File: src/hdl/ctrl_pkg.sv
`default_nettype none

package ctrl_pkg;

  //////////////////////////////
  // FSM encodings
  //////////////////////////////

  // Main controller states
  typedef enum logic [2:0] {
    RESET       = 3'b000,
    BOOT_SET    = 3'b001,
    FUNCTIONAL  = 3'b010,
    SLEEP       = 3'b011,
    DEBUG_TAKEN = 3'b100
  } ctrl_state_e;

  // Debug status, one bit per state
  typedef enum logic [2:0] {
    HAVERESET = 3'b001,
    RUNNING   = 3'b010,
    HALTED    = 3'b100
  } debug_state_e;

  //////////////////////////////
  // PC selection
  //////////////////////////////

  // Source of the next fetch address
  typedef enum logic [2:0] {
    PC_BOOT      = 3'b000,
    PC_JUMP      = 3'b001,
    PC_BRANCH    = 3'b010,
    PC_MRET      = 3'b011,
    PC_DRET      = 3'b100,
    PC_EXCEPTION = 3'b101
  } pc_mux_e;

  // Vector used when PC_EXCEPTION is selected
  typedef enum logic [1:0] {
    EXC_PC_EXCEPTION = 2'b00,
    EXC_PC_IRQ       = 2'b01,
    // Debug entry
    EXC_PC_DBD       = 2'b10,
    // Exception while in debug mode
    EXC_PC_DBE       = 2'b11
  } exc_pc_mux_e;

  //////////////////////////////
  // Cause codes
  //////////////////////////////

  localparam int unsigned CAUSE_W = 5;

  localparam logic [CAUSE_W-1:0] EXC_CAUSE_ILLEGAL_INSN = 5'd2;
  localparam logic [CAUSE_W-1:0] EXC_CAUSE_BREAKPOINT   = 5'd3;
  localparam logic [CAUSE_W-1:0] EXC_CAUSE_ECALL_MMODE  = 5'd11;

  // dcsr.cause values
  localparam logic [2:0] DBG_CAUSE_NONE    = 3'd0;
  localparam logic [2:0] DBG_CAUSE_EBREAK  = 3'd1;
  localparam logic [2:0] DBG_CAUSE_HALTREQ = 3'd3;

endpackage

`default_nettype wire

File: src/hdl/core_ctrl_top.sv
`timescale 1ns/10ps
`default_nettype none

module core_ctrl_top import ctrl_pkg::*; #(
  parameter int unsigned IRQ_ID_W = 5
) (
  input  wire                  clk,
  input  wire                  rst_n,
  input  wire                  fetch_enable_i,

  // ID and EX stage
  input  wire                  jr_stall_i,
  input  wire                  load_stall_i,
  input  wire                  csr_stall_i,
  input  wire                  jump_id_i,
  input  wire                  mret_id_i,
  input  wire                  if_instr_valid_i,
  input  wire                  id_instr_valid_i,
  input  wire                  ex_instr_valid_i,
  input  wire                  branch_ex_i,
  input  wire                  if_valid_i,
  input  wire                  id_ready_i,
  input  wire                  ex_valid_i,
  input  wire                  wb_ready_i,
  input  wire                  data_req_i,

  // WB stage
  input  wire                  wb_instr_valid_i,
  input  wire                  wb_illegal_i,
  input  wire                  wb_ecall_i,
  input  wire                  wb_ebreak_i,
  input  wire                  wb_wfi_i,
  input  wire                  wb_mret_i,
  input  wire                  wb_dret_i,
  input  wire                  wb_lsu_en_i,

  // Interrupts and debug
  input  wire                  irq_req_i,
  input  wire [IRQ_ID_W-1:0]   irq_id_i,
  input  wire                  irq_wake_i,
  input  wire                  debug_req_i,
  input  wire                  debug_ebreakm_i,

  output logic                 instr_req_o,
  output logic                 ctrl_busy_o,
  output logic                 pc_set_o,
  output pc_mux_e              pc_mux_o,
  output exc_pc_mux_e          exc_pc_mux_o,
  output logic                 halt_if_o,
  output logic                 halt_id_o,
  output logic                 halt_ex_o,
  output logic                 halt_wb_o,
  output logic                 kill_if_o,
  output logic                 kill_id_o,
  output logic                 kill_ex_o,
  output logic                 kill_wb_o,
  output logic                 irq_ack_o,
  output logic [IRQ_ID_W-1:0]  irq_id_o,
  output logic                 csr_save_cause_o,
  output logic [IRQ_ID_W:0]    csr_cause_o,
  output logic                 csr_save_if_o,
  output logic                 csr_save_id_o,
  output logic                 csr_save_ex_o,
  output logic                 csr_save_wb_o,
  output logic                 csr_restore_mret_o,
  output logic                 csr_restore_dret_o,
  output logic                 debug_csr_save_o,
  output logic                 debug_mode_o,
  output logic [2:0]           debug_cause_o,
  output logic                 debug_havereset_o,
  output logic                 debug_running_o,
  output logic                 debug_halted_o
);

  // WB events
  logic               exception;
  logic [CAUSE_W-1:0] exception_cause;
  logic               wfi;
  logic               mret;
  logic               dret;
  logic               ebreak;
  logic               lsu_in_wb;

  // Tracker to FSM
  logic               pending_debug;
  logic               debug_allowed;
  logic               interrupt_allowed;
  logic               pending_irq;

  // FSM to tracker
  logic               debug_mode_next;
  logic               boot;

  wb_event_decode u_wb_event_decode (
    .wb_instr_valid_i  (wb_instr_valid_i),
    .wb_illegal_i      (wb_illegal_i),
    .wb_ecall_i        (wb_ecall_i),
    .wb_ebreak_i       (wb_ebreak_i),
    .wb_wfi_i          (wb_wfi_i),
    .wb_mret_i         (wb_mret_i),
    .wb_dret_i         (wb_dret_i),
    .wb_lsu_en_i       (wb_lsu_en_i),
    .exception_o       (exception),
    .exception_cause_o (exception_cause),
    .wfi_o             (wfi),
    .mret_o            (mret),
    .dret_o            (dret),
    .ebreak_o          (ebreak),
    .lsu_in_wb_o       (lsu_in_wb)
  );

  debug_request_tracker u_debug_request_tracker (
    .clk                 (clk),
    .rst_n               (rst_n),
    .debug_req_i         (debug_req_i),
    .debug_ebreakm_i     (debug_ebreakm_i),
    .irq_req_i           (irq_req_i),
    .data_req_i          (data_req_i),
    .ex_valid_i          (ex_valid_i),
    .wb_ready_i          (wb_ready_i),
    .lsu_in_wb_i         (lsu_in_wb),
    .ebreak_i            (ebreak),
    .debug_mode_i        (debug_mode_o),
    .debug_mode_next_i   (debug_mode_next),
    .boot_i              (boot),
    .pending_debug_o     (pending_debug),
    .debug_allowed_o     (debug_allowed),
    .interrupt_allowed_o (interrupt_allowed),
    .pending_irq_o       (pending_irq),
    .debug_cause_o       (debug_cause_o),
    .debug_havereset_o   (debug_havereset_o),
    .debug_running_o     (debug_running_o),
    .debug_halted_o      (debug_halted_o)
  );

  pipeline_ctrl_fsm #(
    .IRQ_ID_W (IRQ_ID_W)
  ) u_pipeline_ctrl_fsm (
    .clk                 (clk),
    .rst_n               (rst_n),
    .fetch_enable_i      (fetch_enable_i),
    .jr_stall_i          (jr_stall_i),
    .load_stall_i        (load_stall_i),
    .csr_stall_i         (csr_stall_i),
    .jump_id_i           (jump_id_i),
    .mret_id_i           (mret_id_i),
    .if_instr_valid_i    (if_instr_valid_i),
    .id_instr_valid_i    (id_instr_valid_i),
    .ex_instr_valid_i    (ex_instr_valid_i),
    .branch_ex_i         (branch_ex_i),
    .if_valid_i          (if_valid_i),
    .id_ready_i          (id_ready_i),
    .irq_id_i            (irq_id_i),
    .irq_wake_i          (irq_wake_i),
    .exception_i         (exception),
    .exception_cause_i   (exception_cause),
    .wfi_i               (wfi),
    .mret_i              (mret),
    .dret_i              (dret),
    .ebreak_i            (ebreak),
    .pending_debug_i     (pending_debug),
    .debug_allowed_i     (debug_allowed),
    .interrupt_allowed_i (interrupt_allowed),
    .pending_irq_i       (pending_irq),
    .debug_cause_i       (debug_cause_o),
    .instr_req_o         (instr_req_o),
    .ctrl_busy_o         (ctrl_busy_o),
    .pc_set_o            (pc_set_o),
    .pc_mux_o            (pc_mux_o),
    .exc_pc_mux_o        (exc_pc_mux_o),
    .halt_if_o           (halt_if_o),
    .halt_id_o           (halt_id_o),
    .halt_ex_o           (halt_ex_o),
    .halt_wb_o           (halt_wb_o),
    .kill_if_o           (kill_if_o),
    .kill_id_o           (kill_id_o),
    .kill_ex_o           (kill_ex_o),
    .kill_wb_o           (kill_wb_o),
    .irq_ack_o           (irq_ack_o),
    .irq_id_o            (irq_id_o),
    .csr_save_cause_o    (csr_save_cause_o),
    .csr_cause_o         (csr_cause_o),
    .csr_save_if_o       (csr_save_if_o),
    .csr_save_id_o       (csr_save_id_o),
    .csr_save_ex_o       (csr_save_ex_o),
    .csr_save_wb_o       (csr_save_wb_o),
    .csr_restore_mret_o  (csr_restore_mret_o),
    .csr_restore_dret_o  (csr_restore_dret_o),
    .debug_csr_save_o    (debug_csr_save_o),
    .debug_mode_o        (debug_mode_o),
    .debug_mode_next_o   (debug_mode_next),
    .boot_o              (boot)
  );

endmodule

`default_nettype wire

File: src/hdl/debug_request_tracker.sv
`timescale 1ns/10ps
`default_nettype none

module debug_request_tracker import ctrl_pkg::*; (
  input  wire        clk,
  input  wire        rst_n,

  input  wire        debug_req_i,
  // dcsr.ebreakm
  input  wire        debug_ebreakm_i,
  input  wire        irq_req_i,
  // LSU bus request and EX to WB handshake
  input  wire        data_req_i,
  input  wire        ex_valid_i,
  input  wire        wb_ready_i,
  input  wire        lsu_in_wb_i,
  input  wire        ebreak_i,

  // From the main FSM
  input  wire        debug_mode_i,
  input  wire        debug_mode_next_i,
  input  wire        boot_i,

  output logic       pending_debug_o,
  output logic       debug_allowed_o,
  output logic       interrupt_allowed_o,
  output logic       pending_irq_o,
  output logic [2:0] debug_cause_o,
  output logic       debug_havereset_o,
  output logic       debug_running_o,
  output logic       debug_halted_o
);

  logic         debug_req_q;
  logic         data_req_q;
  logic         ex_to_wb;
  logic         ebreak_to_debug;
  logic [2:0]   debug_cause_n;
  debug_state_e debug_fsm_cs;
  debug_state_e debug_fsm_ns;

  //////////////////////////////
  // Request flops
  //////////////////////////////

  assign ex_to_wb = ex_valid_i && wb_ready_i;

  always_ff @(posedge clk, negedge rst_n) begin
    if (!rst_n) begin
      debug_req_q   <= 1'b0;
      data_req_q    <= 1'b0;
      debug_cause_o <= DBG_CAUSE_NONE;
    end else begin
      // Sticky halt request, dropped once debug mode is reached
      if (debug_req_i) begin
        debug_req_q <= 1'b1;
      end else if (debug_mode_i) begin
        debug_req_q <= 1'b0;
      end
      // Bus request issued while the LSU instruction is still in EX
      if (data_req_i && !ex_to_wb) begin
        data_req_q <= 1'b1;
      end else if (ex_to_wb) begin
        data_req_q <= 1'b0;
      end
      // Sampled every cycle, read back in DEBUG_TAKEN
      debug_cause_o <= debug_cause_n;
    end
  end

  //////////////////////////////
  // Pending and allowed
  //////////////////////////////

  assign ebreak_to_debug = ebreak_i && debug_ebreakm_i && !debug_mode_i;

  // Ebreak inside debug mode restarts at the halt address
  assign pending_debug_o = ((debug_req_i || debug_req_q) && !debug_mode_i) ||
                           ebreak_to_debug || (ebreak_i && debug_mode_i);

  // No load/store may be cut off once its bus request went out
  assign debug_allowed_o     = !lsu_in_wb_i && !data_req_q;
  assign interrupt_allowed_o = !lsu_in_wb_i && !data_req_q && !debug_mode_i;
  assign pending_irq_o       = irq_req_i && !debug_mode_i;

  assign debug_cause_n = ebreak_to_debug ? DBG_CAUSE_EBREAK : DBG_CAUSE_HALTREQ;

  //////////////////////////////
  // Debug status FSM
  //////////////////////////////

  always_comb begin
    debug_fsm_ns = debug_fsm_cs;
    case (debug_fsm_cs)
      HAVERESET: if (boot_i) debug_fsm_ns = RUNNING;
      RUNNING:   if (debug_mode_next_i) debug_fsm_ns = HALTED;
      HALTED:    if (!debug_mode_next_i) debug_fsm_ns = RUNNING;
      default:   debug_fsm_ns = HAVERESET;
    endcase
  end

  always_ff @(posedge clk, negedge rst_n) begin
    if (!rst_n) begin
      debug_fsm_cs <= HAVERESET;
    end else begin
      debug_fsm_cs <= debug_fsm_ns;
    end
  end

  assign debug_havereset_o = (debug_fsm_cs == HAVERESET);
  assign debug_running_o   = (debug_fsm_cs == RUNNING);
  assign debug_halted_o    = (debug_fsm_cs == HALTED);

  // Exactly one status line towards the debug module at any time
  a_status_onehot: assert property (@(posedge clk) disable iff (!rst_n)
    $onehot(debug_fsm_cs));

endmodule

`default_nettype wire

File: src/hdl/pipeline_ctrl_fsm.sv
`timescale 1ns/10ps
`default_nettype none

module pipeline_ctrl_fsm import ctrl_pkg::*; #(
  parameter int unsigned IRQ_ID_W = 5
) (
  input  wire                  clk,
  input  wire                  rst_n,
  input  wire                  fetch_enable_i,

  // Hazard stalls
  input  wire                  jr_stall_i,
  input  wire                  load_stall_i,
  input  wire                  csr_stall_i,

  // Control transfers
  input  wire                  jump_id_i,
  input  wire                  mret_id_i,
  // Valid bits of the IF/ID, ID/EX and EX/WB pipeline registers
  input  wire                  if_instr_valid_i,
  input  wire                  id_instr_valid_i,
  input  wire                  ex_instr_valid_i,
  // Branch in EX with a taken decision
  input  wire                  branch_ex_i,
  input  wire                  if_valid_i,
  input  wire                  id_ready_i,

  // Interrupt controller
  input  wire [IRQ_ID_W-1:0]   irq_id_i,
  input  wire                  irq_wake_i,

  // WB events
  input  wire                  exception_i,
  input  wire [CAUSE_W-1:0]    exception_cause_i,
  input  wire                  wfi_i,
  input  wire                  mret_i,
  input  wire                  dret_i,
  input  wire                  ebreak_i,

  // Debug and interrupt tracking
  input  wire                  pending_debug_i,
  input  wire                  debug_allowed_i,
  input  wire                  interrupt_allowed_i,
  input  wire                  pending_irq_i,
  input  wire [2:0]            debug_cause_i,

  output logic                 instr_req_o,
  output logic                 ctrl_busy_o,
  output logic                 pc_set_o,
  output pc_mux_e              pc_mux_o,
  output exc_pc_mux_e          exc_pc_mux_o,
  output logic                 halt_if_o,
  output logic                 halt_id_o,
  output logic                 halt_ex_o,
  output logic                 halt_wb_o,
  output logic                 kill_if_o,
  output logic                 kill_id_o,
  output logic                 kill_ex_o,
  output logic                 kill_wb_o,
  output logic                 irq_ack_o,
  output logic [IRQ_ID_W-1:0]  irq_id_o,
  output logic                 csr_save_cause_o,
  output logic [IRQ_ID_W:0]    csr_cause_o,
  output logic                 csr_save_if_o,
  output logic                 csr_save_id_o,
  output logic                 csr_save_ex_o,
  output logic                 csr_save_wb_o,
  output logic                 csr_restore_mret_o,
  output logic                 csr_restore_dret_o,
  output logic                 debug_csr_save_o,
  output logic                 debug_mode_o,
  output logic                 debug_mode_next_o,
  output logic                 boot_o
);

  ctrl_state_e ctrl_fsm_cs;
  ctrl_state_e ctrl_fsm_ns;
  logic        taken_q;
  logic        taken_n;
  logic        jump_taken_id;
  logic        branch_taken_ex;

  // Jump or mret in ID, blocked once a transfer was already taken
  assign jump_taken_id = ((jump_id_i && !jr_stall_i) || (mret_id_i && !csr_stall_i)) &&
                         if_instr_valid_i && !taken_q;
  assign branch_taken_ex = branch_ex_i && id_instr_valid_i && !taken_q;

  assign boot_o = (ctrl_fsm_cs == BOOT_SET);

  //////////////////////////////
  // Next state and outputs
  //////////////////////////////

  always_comb begin
    ctrl_fsm_ns        = ctrl_fsm_cs;
    instr_req_o        = 1'b1;
    ctrl_busy_o        = 1'b1;
    pc_set_o           = 1'b0;
    pc_mux_o           = PC_BOOT;
    exc_pc_mux_o       = EXC_PC_IRQ;
    halt_if_o          = 1'b0;
    // Stalls, and a bubble while a request waits to become allowed
    halt_id_o          = jr_stall_i || load_stall_i || csr_stall_i ||
                         (pending_irq_i && !interrupt_allowed_i) ||
                         (pending_debug_i && !debug_allowed_i);
    halt_ex_o          = 1'b0;
    halt_wb_o          = 1'b0;
    kill_if_o          = 1'b0;
    kill_id_o          = 1'b0;
    kill_ex_o          = 1'b0;
    kill_wb_o          = 1'b0;
    irq_ack_o          = 1'b0;
    irq_id_o           = '0;
    csr_save_cause_o   = 1'b0;
    csr_cause_o        = '0;
    csr_save_if_o      = 1'b0;
    csr_save_id_o      = 1'b0;
    csr_save_ex_o      = 1'b0;
    csr_save_wb_o      = 1'b0;
    csr_restore_mret_o = 1'b0;
    csr_restore_dret_o = 1'b0;
    debug_csr_save_o   = 1'b0;
    debug_mode_next_o  = debug_mode_o;
    taken_n            = taken_q;

    case (ctrl_fsm_cs)
      RESET: begin
        instr_req_o = 1'b0;
        if (fetch_enable_i) begin
          ctrl_fsm_ns = BOOT_SET;
        end
      end
      // Extra state keeps fetch_enable_i off the PC path
      BOOT_SET: begin
        pc_set_o    = 1'b1;
        pc_mux_o    = PC_BOOT;
        ctrl_fsm_ns = FUNCTIONAL;
      end
      FUNCTIONAL: begin
        if (pending_debug_i && debug_allowed_i) begin
          // Freeze everything, the jump happens in DEBUG_TAKEN
          halt_if_o   = 1'b1;
          halt_id_o   = 1'b1;
          halt_ex_o   = 1'b1;
          halt_wb_o   = 1'b1;
          ctrl_fsm_ns = DEBUG_TAKEN;
        end else if (pending_irq_i && interrupt_allowed_i) begin
          kill_if_o        = 1'b1;
          kill_id_o        = 1'b1;
          kill_ex_o        = 1'b1;
          kill_wb_o        = 1'b1;
          pc_set_o         = 1'b1;
          pc_mux_o         = PC_EXCEPTION;
          exc_pc_mux_o     = EXC_PC_IRQ;
          irq_ack_o        = 1'b1;
          irq_id_o         = irq_id_i;
          csr_save_cause_o = 1'b1;
          // Top bit marks an interrupt in mcause
          csr_cause_o      = {1'b1, irq_id_i};
          // mepc gets the oldest valid PC
          if (ex_instr_valid_i) csr_save_wb_o = 1'b1;
          else if (id_instr_valid_i) csr_save_ex_o = 1'b1;
          else if (if_instr_valid_i) csr_save_id_o = 1'b1;
          else csr_save_if_o = 1'b1;
        end else begin
          if (exception_i) begin
            // WB write enables are already suppressed
            kill_if_o        = 1'b1;
            kill_id_o        = 1'b1;
            kill_ex_o        = 1'b1;
            pc_set_o         = 1'b1;
            pc_mux_o         = PC_EXCEPTION;
            exc_pc_mux_o     = debug_mode_o ? EXC_PC_DBE : EXC_PC_EXCEPTION;
            csr_save_wb_o    = 1'b1;
            // CSRs stay untouched in debug mode
            csr_save_cause_o = !debug_mode_o;
            csr_cause_o      = (IRQ_ID_W+1)'(exception_cause_i);
          end else if (wfi_i) begin
            // EX and WB keep moving so the pipe drains
            halt_if_o   = 1'b1;
            halt_id_o   = 1'b1;
            instr_req_o = 1'b0;
            ctrl_fsm_ns = SLEEP;
          end else if (dret_i) begin
            kill_if_o          = 1'b1;
            kill_id_o          = 1'b1;
            kill_ex_o          = 1'b1;
            pc_set_o           = 1'b1;
            pc_mux_o           = PC_DRET;
            csr_restore_dret_o = 1'b1;
            debug_mode_next_o  = 1'b0;
          end else if (branch_taken_ex) begin
            kill_if_o = 1'b1;
            kill_id_o = 1'b1;
            pc_set_o  = 1'b1;
            pc_mux_o  = PC_BRANCH;
            taken_n   = 1'b1;
          end else if (jump_taken_id) begin
            kill_if_o = 1'b1;
            pc_set_o  = 1'b1;
            if (mret_id_i) begin
              // mret in debug mode goes to the debug exception vector
              pc_mux_o     = debug_mode_o ? PC_EXCEPTION : PC_MRET;
              exc_pc_mux_o = EXC_PC_DBE;
            end else begin
              pc_mux_o = PC_JUMP;
            end
            taken_n = 1'b1;
          end
          // mret reaching WB restores mstatus
          csr_restore_mret_o = mret_i && !debug_mode_o;
        end
      end
      SLEEP: begin
        ctrl_busy_o = 1'b0;
        instr_req_o = 1'b0;
        // Halting WB holds the whole pipe
        halt_wb_o   = 1'b1;
        if (irq_wake_i || pending_debug_i || debug_mode_o) begin
          ctrl_fsm_ns = FUNCTIONAL;
        end
      end
      DEBUG_TAKEN: begin
        pc_set_o         = 1'b1;
        pc_mux_o         = PC_EXCEPTION;
        exc_pc_mux_o     = EXC_PC_DBD;
        // No dcsr/dpc update for ebreak inside debug mode
        csr_save_cause_o = !(ebreak_i && debug_mode_o);
        debug_csr_save_o = 1'b1;
        kill_if_o        = 1'b1;
        kill_id_o        = 1'b1;
        kill_ex_o        = 1'b1;
        // The ebreak that caused entry retires
        kill_wb_o        = !((debug_cause_i == DBG_CAUSE_EBREAK) || (debug_mode_o && ebreak_i));
        if (ex_instr_valid_i) csr_save_wb_o = 1'b1;
        else if (id_instr_valid_i) csr_save_ex_o = 1'b1;
        else if (if_instr_valid_i) csr_save_id_o = 1'b1;
        else csr_save_if_o = 1'b1;
        debug_mode_next_o = 1'b1;
        ctrl_fsm_ns       = FUNCTIONAL;
      end
      default: begin
        instr_req_o = 1'b0;
        ctrl_fsm_ns = RESET;
      end
    endcase

    // New instruction leaves IF, a fresh transfer is allowed again
    if (taken_q && if_valid_i && id_ready_i) begin
      taken_n = 1'b0;
    end
  end

  //////////////////////////////
  // Flops
  //////////////////////////////

  always_ff @(posedge clk, negedge rst_n) begin
    if (!rst_n) begin
      ctrl_fsm_cs  <= RESET;
      taken_q      <= 1'b0;
      debug_mode_o <= 1'b0;
    end else begin
      ctrl_fsm_cs  <= ctrl_fsm_ns;
      taken_q      <= taken_n;
      debug_mode_o <= debug_mode_next_o;
    end
  end

  // Strobes only come from states that own the fetch address
  a_irq_ack_state: assert property (@(posedge clk) disable iff (!rst_n)
    irq_ack_o |-> (ctrl_fsm_cs inside {FUNCTIONAL, BOOT_SET, DEBUG_TAKEN}));
  a_pc_set_state: assert property (@(posedge clk) disable iff (!rst_n)
    pc_set_o |-> (ctrl_fsm_cs inside {FUNCTIONAL, BOOT_SET, DEBUG_TAKEN}));

endmodule

`default_nettype wire

File: src/hdl/wb_event_decode.sv
`timescale 1ns/10ps
`default_nettype none

module wb_event_decode import ctrl_pkg::*; (
  // Instruction flags from the EX/WB pipeline register
  input  wire                 wb_instr_valid_i,
  input  wire                 wb_illegal_i,
  input  wire                 wb_ecall_i,
  input  wire                 wb_ebreak_i,
  input  wire                 wb_wfi_i,
  input  wire                 wb_mret_i,
  input  wire                 wb_dret_i,
  input  wire                 wb_lsu_en_i,

  // Qualified WB events
  output logic                exception_o,
  output logic [CAUSE_W-1:0]  exception_cause_o,
  output logic                wfi_o,
  output logic                mret_o,
  output logic                dret_o,
  output logic                ebreak_o,
  output logic                lsu_in_wb_o
);

  //////////////////////////////
  // Exception and cause
  //////////////////////////////

  always_comb begin
    // Any of the three trapping instructions, only for a live WB slot
    exception_o = wb_instr_valid_i && (wb_illegal_i || wb_ecall_i || wb_ebreak_i);

    // Fixed priority: illegal, then ecall, then ebreak
    if (wb_illegal_i) begin
      exception_cause_o = EXC_CAUSE_ILLEGAL_INSN;
    end else if (wb_ecall_i) begin
      exception_cause_o = EXC_CAUSE_ECALL_MMODE;
    end else if (wb_ebreak_i) begin
      exception_cause_o = EXC_CAUSE_BREAKPOINT;
    end else begin
      exception_cause_o = '0;
    end
  end

  // Other WB events, qualified with validity
  assign wfi_o       = wb_wfi_i    && wb_instr_valid_i;
  assign mret_o      = wb_mret_i   && wb_instr_valid_i;
  assign dret_o      = wb_dret_i   && wb_instr_valid_i;
  assign ebreak_o    = wb_ebreak_i && wb_instr_valid_i;
  // Load/store that still waits for its response
  assign lsu_in_wb_o = wb_lsu_en_i && wb_instr_valid_i;

endmodule

`default_nettype wire

File: config.mk
export PLATFORM = sky130hd
export DESIGN_NAME = core_ctrl_top
export DESIGN_NICKNAME = d
export VERILOG_FILES = /design/src/hdl/ctrl_pkg.sv /design/src/hdl/core_ctrl_top.sv /design/src/hdl/debug_request_tracker.sv /design/src/hdl/pipeline_ctrl_fsm.sv /design/src/hdl/wb_event_decode.sv
export SDC_FILE = /design/constraint.sdc
export NUM_CORES = 1
export LEC_CHECK = 0
export BUFFER_PORTS_ARGS = -buffer_cell sky130_fd_sc_hd__clkbuf_2
export CAP_MARGIN = 20
export CORE_ASPECT_RATIO = 1.2
export CORE_UTILIZATION = 35
export CTS_CLUSTER_SIZE = 16
export DETAILED_ROUTE_END_ITERATION = 10
export PLACE_DENSITY = 0.74
export SETUP_SLACK_MARGIN = 0.1
export SYNTH_ARGS = -nofsm -noshare
export SYNTH_HDL_FRONTEND = slang
export SYNTH_SLANG_ARGS = --single-unit
File: constraint.sdc
create_clock -name clk -period 2.5 [get_ports clk]
set_input_delay 0.5 -clock clk [delete_from_list [all_inputs] [get_ports clk]]
set_output_delay 0.5 -clock clk [all_outputs]
set_load 0.01 [all_outputs]
==> results of run 1 <==
[cells by family (layout without fill, tap and decap cells)]
logic type	Yosys count	after routing	share of synthesized area (%)
buf+inv	10	104	4.95
other cells	2	2	0.691
flops	12	12	27.7
simple gates	77	77	38.2
compound gates	43	43	27.6
xor+xnor	1	1	0.806
[flip-flops by register name, indices dropped and copies added (netlist names)]
signal	flops
u_debug_request_tracker.debug_cause_o	2
u_debug_request_tracker.debug_fsm_cs	3
u_pipeline_ctrl_fsm.taken_q	1
u_pipeline_ctrl_fsm.debug_mode_o	1
u_debug_request_tracker.debug_req_q	1
u_debug_request_tracker.data_req_q	1
u_pipeline_ctrl_fsm.ctrl_fsm_cs	3
[synth_stat cells, drive strengths merged (4+ instances only)]
cell type | count | area (sq um)
a21oi | 12 | 60.1
and2 | 7 | 43.8
buf | 5 | 35.0
dfrtp | 11 | 275
nand2 | 19 | 71.3
nand3 | 5 | 25.0
nor2 | 18 | 67.6
nor2b | 6 | 37.5
nor3b | 6 | 50.1
o21ai | 13 | 76.3
o21bai | 4 | 33.8
or3 | 4 | 30.0
[power by group]
group	switching [mW]	internal, mW	leakage [nW]
sequential	0.0552	0.242	0.142
clock	0.0641	0.0886	0.0210
combinational	0.456	0.362	0.774
[worst reg2reg max path, delay by kind of cell, from the launching register on]
kind | cells | cell delay (ns)
simple gates | 1 | 0.12
compound gates | 4 | 0.95
flops | 1 | 0.41
[stage by stage]
stage / hold WS, ns / total power, mW
after floorplan: 0.204 / 0.712
after global routing: 0.107 / 1.36
after global placement: 0.399 / 0.994
after CTS: 0.101 / 1.20
final: 0.0981 / 1.27
after detailed placement: 0.400 / 1.00
[repair_timing]
action / CTS / global route
gates resized for setup: 10 / 43
setup buffers: 8 / 5
pin swaps: 11 / 9
setup endpoints to repair: 20 / 29
[final timing paths]
| kind | endpoint | slack, ns | cells after the start |
|---|---|---|---|
| worst max-delay path | csr_cause_o[1] | -0.03 | 7 |
| worst min-delay path | u_debug_request_tracker.debug_cause_o[0] | 0.1 | 1 |
| worst max register to register | u_debug_request_tracker.debug_fsm_cs[1] | 0.97 | 5 |
| worst min register to register | u_debug_request_tracker.debug_req_q | 0.49 | 1 |
| max in group asynchronous | u_debug_request_tracker.debug_fsm_cs[0] | 2.12 | 1 |
| min in group clk | u_debug_request_tracker.data_req_q | 0.39 | 2 |
[per-layer routing]
layer	up-vias	GRT usage, %
met5	-	0
met1	687	26.0
met3	8	0.725
met4	0	10.2
li1	700	-
met2	48	41.1
[layout make-up]
| class | count | share of cell area (%) |
|---|---|---|
| Clock buffer | 4 | 2.00 |
| Inverter | 4 | 0.829 |
| Multi-Input combinational cell | 123 | 44.8 |
| Sequential cell | 12 | 16.7 |
| Tap cell | 34 | 2.35 |
| Timing Repair Buffer | 96 | 33.4 |
==> results.sh, run 1 <==
export IMPL_critPathArrivalTime_ns=2.03
export IMPL_avgSynthCellArea_sq_um=7.50
export IMPL_cts_root_buffer="clkbuf_4"
export IMPL_dp_cells=258
export IMPL_cts_tree="yes"
export IMPL_critPathCaptureType="output pin"
export IMPL_n_antenna_cell=0
export IMPL_overflow=0
export IMPL_numCtsBuffers=3
export IMPL_synth_edf_count=0
export IMPL_fp_row_count=21
export IMPL_drc=0
export IMPL_cp_num_buf_inv=2
export IMPL_min_period_ns=2.53
export IMPL_synth_main_ff_cell="dfrtp_1"
export IMPL_synth_seq_cells=12
export IMPL_final_area_sq_mm=0.00181
export IMPL_grt_max_degree=13
export IMPL_wl_met1_um=1520
export IMPL_worst_slack_ns=-0.0345
export IMPL_hold_viol_final=0
export IMPL_htreeDepth=1
export IMPL_synthArstFlopShare_pct=100
export IMPL_dieHeight_um=63.1
export IMPL_slew_viol_final=0
export IMPL_layout_worst_path_cycle_share_pct=101
export IMPL_criticalPathCategory="flip-flop to output pin"
export IMPL_clock_path_buffers=2
export IMPL_clock_latency_ns=0.27
export IMPL_fmax_mhz=395
export IMPL_cp_startpoint="u_pipeline_ctrl_fsm.debug_mode_o"
export IMPL_dr_max_layer_used="met4"
export IMPL_ios=77
export IMPL_grt_pass1_vias=1337
export IMPL_first_iter_violations=33
export IMPL_wl_met3_um=159
export IMPL_synth_nets=179
export IMPL_dr_wl_met2_um=2140
export IMPL_violations="negative setup slack"
export IMPL_yosysWarnings=0
export IMPL_path_clk_slew_ns=0.07
export IMPL_cp_cell_sequence="o211a_1, or2_4, nor3_4, buf_6, and2_4, o21bai_1, buf_2"
export IMPL_wl_per_cell_um=14.3
export IMPL_dp_hpwl_um=2830
export IMPL_antenna_found_initial=0
export IMPL_layout_common_cells="clkbuf_2 (57), nand2_1 (17), buf_4 (17), nor2_1 (16), buf_6 (13)"
export IMPL_status="finished, violations left"
export IMPL_core_sq_mm=0.00286
export IMPL_routed_wl_um=3920
export IMPL_holdBufCountCts=0
export IMPL_place_congestion=0.857
export IMPL_pre_cts_slack_ns=0.0104
export IMPL_final_cells=273
export IMPL_vias=1443
export IMPL_startpoint_type="flip-flop"
export IMPL_synth_seq_area_share_pct=27.7
export IMPL_portBuffers=75
export IMPL_layout_drive_gt1_share_pct=53.6
export IMPL_max_cap_violations=0
export IMPL_die_x_um=52.9
export IMPL_multi_input_area_sq_um=811
export IMPL_required_ns=2.00
export IMPL_critPathSlowestCell="dfrtp_1"
export IMPL_reg2reg_from="u_pipeline_ctrl_fsm.debug_mode_o"
export IMPL_syn_cell_area_sq_mm=0.00109
export IMPL_critPathTopFamily="simple AND/OR/NAND/NOR gates"
export IMPL_ant_nets=0
export IMPL_synth_cell_type_count=44
export IMPL_area_growth_pct=66.5
export IMPL_finalSetupViolations=7
export IMPL_cts_sinks=12
export IMPL_slowest_delay_ns=0.41
export IMPL_seq_area_sq_um=302
export IMPL_p_leak_nw=0.937
export IMPL_initial_core_util_pct=38.0
export IMPL_finish_utilization_pct=63.2
export IMPL_track_usage_pct=22.6
export IMPL_crit_fanout=5
export IMPL_tns_ns=-0.103
export IMPL_vias_per_cell=5.29
export IMPL_power_per_cell_area_mw_per_mm2=700
export IMPL_place_area_sq_mm=0.00154
export IMPL_fillers=283
export IMPL_grt_pass1_wl_um=5730
export IMPL_drt_pre_antenna_iters=4
export IMPL_fin_nets=274
export IMPL_die_area_sq_mm=0.00333
export IMPL_layout_commonest_cell="clkbuf_2"
export IMPL_hold_class="input port to async pin"
export IMPL_ir_drop_mv=0.607
export IMPL_grt_setup_unrepaired="true"
export IMPL_syn_inst=145
export IMPL_finClkSkew_ns=0.00126
Note: power is estimated with default switching activity, not from simulation.
==> run 2: changes to the inputs <==
--- a/config.mk
+++ b/config.mk
@@ -11,7 +11,7 @@
 export CORE_UTILIZATION = 35
 export CTS_CLUSTER_SIZE = 16
 export DETAILED_ROUTE_END_ITERATION = 10
-export PLACE_DENSITY = 0.74
+export PLACE_DENSITY = 0.82
 export SETUP_SLACK_MARGIN = 0.1
 export SYNTH_ARGS = -nofsm -noshare
 export SYNTH_HDL_FRONTEND = slang
==> run 2 against run 1 <==
Net effect:
- the flow now finishes without violations
- die area did not move
- wire length fell by 2.2%
- hold slack got worse by 0.0094 ns
- clock-buffer cell count unchanged
- utilization decreased by 0.66 points
- final cell count unchanged
- via count increased by 1.9%
- first-iteration DRC count increased by 33%
- non-clock buffer count unchanged
- sequential share of layout area grew 0.24 points
- critical path depth unchanged
- largest power group unchanged
==> results.sh, run 2 (synthesized netlist as in run 1, its figures left out) <==
export IMPL_layout_drive_gt1_share_pct=54.0
export IMPL_ios=77
export IMPL_slew_viol_final=0
export IMPL_startpoint_type="flip-flop"
export IMPL_initial_core_util_pct=38.0
export IMPL_wl_per_cell_um=14.0
export IMPL_track_usage_pct=21.7
export IMPL_dieHeight_um=63.1
export IMPL_layout_worst_path_cycle_share_pct=99.0
export IMPL_die_area_sq_mm=0.00333
export IMPL_fin_nets=274
export IMPL_htreeDepth=1
export IMPL_numCtsBuffers=3
export IMPL_wl_met1_um=1460
export IMPL_status="completed"
export IMPL_core_sq_mm=0.00286
export IMPL_dp_cells=256
export IMPL_clock_latency_ns=0.29
export IMPL_required_ns=2.00
export IMPL_place_congestion=0.929
export IMPL_finalSetupViolations=0
export IMPL_wl_met3_um=370
export IMPL_grt_pass1_vias=1333
export IMPL_criticalPathCategory="flip-flop to output pin"
export IMPL_ir_drop_mv=0.495
export IMPL_crit_fanout=4
export IMPL_vias=1470
export IMPL_portBuffers=75
export IMPL_first_iter_violations=44
export IMPL_critPathArrivalTime_ns=1.97
export IMPL_p_leak_nw=0.912
export IMPL_fp_row_count=21
export IMPL_hold_viol_final=0
export IMPL_n_antenna_cell=0
export IMPL_fmax_mhz=404
export IMPL_layout_commonest_cell="clkbuf_2"
export IMPL_tns_ns=0
export IMPL_min_period_ns=2.47
export IMPL_drc=0
export IMPL_holdBufCountCts=0
export IMPL_drt_pre_antenna_iters=4
export IMPL_cts_sinks=12
export IMPL_final_cells=273
export IMPL_dr_wl_met2_um=1910
export IMPL_hold_class="input port to async pin"
export IMPL_cts_root_buffer="clkbuf_4"
export IMPL_layout_common_cells="clkbuf_2 (59), nand2_1 (17), nor2_1 (16), buf_4 (16), buf_6 (11)"
export IMPL_cts_tree="yes"
export IMPL_reg_largest_list="u_debug_request_tracker.debug_fsm_cs: 3 flops, u_pipeline_ctrl_fsm.ctrl_fsm_cs: 3 flops, u_debug_request_tracker.debug_cause_o: 2 flops"
export IMPL_power_per_cell_area_mw_per_mm2=716
export IMPL_grt_max_degree=13
export IMPL_worst_hold_slack_ns=0.0887
export IMPL_dp_hpwl_um=2690
export IMPL_max_cap_violations=0
export IMPL_critPathCaptureType="output pin"
export IMPL_finish_utilization_pct=62.6
export IMPL_finClkSkew_ns=0.0191
export IMPL_clock_path_buffers=2
export IMPL_die_x_um=52.9
export IMPL_ant_nets=0
export IMPL_path_clk_slew_ns=0.09
export IMPL_antenna_found_initial=0
export IMPL_p_total_mw=1.28
export IMPL_grt_setup_unrepaired="true"
export IMPL_routed_wl_um=3830
export IMPL_dr_max_layer_used="met4"
export IMPL_r2r_cells=5
export IMPL_area_growth_pct=64.8
export IMPL_vias_per_cell=5.38
export IMPL_grt_pass1_wl_um=5640
export IMPL_overflow=0
[run 2: cell types whose count changed in the layout (fill, tap and decap cells not counted), sizes merged]
cell / before / now
buf: 39 / 36
clkbuf: 61 / 64
clkinvlp: 0 / 1
inv: 3 / 2
[run 2: what timing repair did]
item / in CTS / in global routing
resized for setup: 15 / 33
setup buffers: 7 / 6
pin swaps: 8 / 9
setup endpoints to repair: 28 / 27
[run 2: layer usage]
metal	up-vias	GRT usage, %
li1	703	-
met3	8	5.31
met2	83	37.2
met1	676	26.8
met4	0	4.61
met5	-	0
[run 2: where the power goes]
group	total, mW	switching (mW)	internal (mW)
combinational	0.845	0.459	0.386
clock	0.132	0.0706	0.0619
sequential	0.305	0.0618	0.243
[run 2: area by class of cell]
type,instances,area (sq um)
clock buffer,4,26.3
fill,256,1070
inverter,4,18.8
multi-input combinational,123,803
sequential,12,303
tap,34,42.5
timing repair buffer,96,598
[run 2: worst paths after layout]
path	slack (ns)	endpoint	start
min	0.09	u_pipeline_ctrl_fsm.ctrl_fsm_cs[1]	rst_n
min in group clk	0.39	u_debug_request_tracker.data_req_q	wb_ready_i
max	0.03	halt_id_o	u_pipeline_ctrl_fsm.debug_mode_o
min reg2reg	0.53	u_pipeline_ctrl_fsm.taken_q	u_pipeline_ctrl_fsm.taken_q
max in group asynchronous	2.10	u_debug_request_tracker.debug_fsm_cs[0]	rst_n
max reg2reg	1.00	u_debug_request_tracker.debug_fsm_cs[2]	u_pipeline_ctrl_fsm.debug_mode_o
[run 2: critical path: stages, from the launching register on]
cell and delay, ns:
dfrtp_2 0.42, buf_6 0.13, clkinvlp_4 0.10, and3_4 0.17
or3_4 0.41, a21oi_2 0.16, a311o_1 0.15, buf_2 0.14
[run 2: stage by stage]
step           setup slack [ns]  instance area (sq um)
2_1_floorplan             0.210                   1090
3_3_place_gp             0.0270                   1530
3_5_place_dp            0.00118                   1530
4_1_cts                  0.0198                   1670
5_1_grt                 -0.0554                   1790
6_report                 0.0261                   1790
==> run 3: changes to the inputs <==
--- a/config.mk
+++ b/config.mk
@@ -12,6 +12,7 @@
 export CTS_CLUSTER_SIZE = 16
 export DETAILED_ROUTE_END_ITERATION = 10
 export PLACE_DENSITY = 0.82
+export RECOVER_POWER = 50
 export SETUP_SLACK_MARGIN = 0.1
 export SYNTH_ARGS = -nofsm -noshare
 export SYNTH_HDL_FRONTEND = slang
==> run 3 against run 2 <==
Net effect:
- total power barely moved
- clock power about the same
- sequential power about the same
- wire length is essentially flat
- first-iteration DRC count did not move
- critical path depth is the same
- setup slack hardly changed
- combinational power about the same
- critical path type unchanged
- critical endpoint unchanged
- largest power group unchanged
==> results.sh, run 3 (synthesized netlist as in run 1, its figures left out) <==
export IMPL_criticalPathCategory="flip-flop to output pin"
export IMPL_reg_largest_list="u_debug_request_tracker.debug_fsm_cs: 3 flops, u_pipeline_ctrl_fsm.ctrl_fsm_cs: 3 flops, u_debug_request_tracker.debug_cause_o: 2 flops"
export IMPL_dieHeight_um=63.1
export IMPL_dp_hpwl_um=2690
export IMPL_layout_commonest_cell="clkbuf_2"
export IMPL_place_area_sq_mm=0.00153
export IMPL_die_x_um=52.9
export IMPL_wl_per_cell_um=14.0
export IMPL_p_leak_nw=0.909
export IMPL_crit_fanout=4
export IMPL_dr_max_layer_used="met4"
export IMPL_cts_tree="yes"
export IMPL_p_sw_share_pct=46.2
export IMPL_r2r_cells=5
export IMPL_startpoint_type="flip-flop"
export IMPL_min_period_ns=2.47
export IMPL_rrSetupSlack_ns=1.00
export IMPL_final_area_sq_mm=0.00179
export IMPL_initial_core_util_pct=38.0
export IMPL_slew_viol_final=0
export IMPL_wl_met1_um=1460
export IMPL_dr_wl_met2_um=1910
export IMPL_drc=0
export IMPL_p_total_mw=1.28
export IMPL_vias=1472
export IMPL_overflow=0
export IMPL_fin_nets=274
export IMPL_holdBufCountCts=0
export IMPL_grt_max_degree=13
export IMPL_htreeDepth=1
export IMPL_layout_worst_path_cycle_share_pct=98.9
export IMPL_fp_row_count=21
export IMPL_grt_pass1_vias=1333
export IMPL_vias_per_cell=5.39
export IMPL_required_ns=2.00
export IMPL_portBuffers=75
export IMPL_dp_cells=256
export IMPL_drt_pre_antenna_iters=4
export IMPL_crit_path_end="halt_id_o"
export IMPL_numCtsBuffers=3
export IMPL_worst_hold_slack_ns=0.220
export IMPL_hold_class="input port to async pin"
export IMPL_slew_headroom_pct=54.0
export IMPL_finClkSkew_ns=0.0188
export IMPL_r2r_end="u_debug_request_tracker.debug_fsm_cs[2]"
export IMPL_hold_viol_final=0
export IMPL_clock_latency_ns=0.29
export IMPL_layout_common_cells="clkbuf_2 (58), nand2_1 (17), nor2_1 (16), buf_4 (16), buf_6 (11)"
export IMPL_first_iter_violations=44
export IMPL_core_sq_mm=0.00286
export IMPL_wl_met3_um=369
export IMPL_finalSetupViolations=0
export IMPL_comb_power_share_pct=65.9
export IMPL_cts_root_buffer="clkbuf_4"
export IMPL_seq_power_share_pct=23.8
export IMPL_worst_slack_ns=0.0265
export IMPL_fmax_mhz=404
export IMPL_track_usage_pct=21.7
export IMPL_fillers=257
export IMPL_n_antenna_cell=0
export IMPL_critPathArrivalTime_ns=1.97
export IMPL_tightest_slew_ns=0.690
export IMPL_cp_startpoint="u_pipeline_ctrl_fsm.debug_mode_o"
export IMPL_area_growth_pct=64.7
export IMPL_ant_nets=0
export IMPL_routed_wl_um=3830
export IMPL_die_area_sq_mm=0.00333
export IMPL_p_int_mw=0.691
export IMPL_cts_sinks=12
export IMPL_antenna_found_initial=0
export IMPL_place_congestion=0.929
export IMPL_pwr_share_clk_pct=10.3
export IMPL_status="completed"
export IMPL_power_per_cell_area_mw_per_mm2=717
export IMPL_ios=77
export IMPL_ir_drop_mv=0.495
export IMPL_grt_pass1_wl_um=5640
export IMPL_clock_path_buffers=2
export IMPL_path_clk_slew_ns=0.09
export IMPL_max_cap_violations=0
export IMPL_pre_cts_slack_ns=0.00118
export IMPL_grt_setup_unrepaired="true"
export IMPL_layout_drive_gt1_share_pct=53.6
export IMPL_power_switching_mw=0.592
export IMPL_reg2reg_from="u_pipeline_ctrl_fsm.debug_mode_o"
export IMPL_critPathCaptureType="output pin"
export IMPL_final_cells=273
## run 3: cell counts in the layout (fill, tap and decap cells not counted)
No cell type changed its count.
## run 3: worst min path at each step
| stage | from | endpoint | slack [ns] | cells after the start |
|---|---|---|---|---|
| 4_1_cts | rst_n | u_pipeline_ctrl_fsm.ctrl_fsm_cs[1] | 0.09 | 1 |
| 5_1_grt | rst_n | u_pipeline_ctrl_fsm.ctrl_fsm_cs[1] | 0.27 | 1 |
| 3_3_place_gp | rst_n | u_pipeline_ctrl_fsm.ctrl_fsm_cs[1] | 0.40 | 1 |
| 2_1_floorplan | rst_n | u_debug_request_tracker.data_req_q | 0.20 | 0 |
| 6_report | rst_n | u_pipeline_ctrl_fsm.ctrl_fsm_cs[1] | 0.22 | 1 |
| 3_5_place_dp | rst_n | u_pipeline_ctrl_fsm.ctrl_fsm_cs[1] | 0.40 | 1 |
## run 3: area by class of cell
class                           count  area (sq um)  share of cell area, %
Clock buffer                        4          26.3                   1.47
Inverter                            4          18.8                   1.05
Multi-Input combinational cell    123           803                   44.9
Sequential cell                    12           303                   16.9
Tap cell                           34          42.5                   2.38
Timing Repair Buffer               96           597                   33.3
## run 3: critical path: stages, from the launching register on
cell	delay, ns
dfrtp_2	0.42
buf_6	0.13
clkinvlp_4	0.10
and3_4	0.17
or3_4	0.41
a21oi_2	0.16
a311o_1	0.15
buf_2	0.14
## run 3: layer usage
metal  vias to the layer above  global-route usage, %
met5                         -                      0
met1                       678                   26.8
met3                         8                   5.31
met2                        83                   37.2
met4                         0                   4.61
li1                        703                      -
## run 3: stage by stage
stage / util [%] / TNS (ns)
2_1_floorplan: - / 0
3_3_place_gp: 53.3 / 0
3_5_place_dp: 53.3 / 0
4_1_cts: 58.2 / 0
5_1_grt: 62.5 / -0.114
6_report: 62.5 / 0
## run 3: repair_timing
action / CTS / global route
setup endpoints to repair: 28 / 27
pin swaps: 8 / 9
gates resized for setup: 15 / 33
buffers inserted: 7 / 6
## run 3: power groups by stage
stage,combinational [mW],sequential (mW),clock (mW)
final,0.846,0.305,0.132
after global routing,0.913,0.313,0.145
after CTS,0.761,0.301,0.136
after detailed placement,0.696,0.301,0
after global placement,0.689,0.298,0
after floorplan,0.427,0.284,0
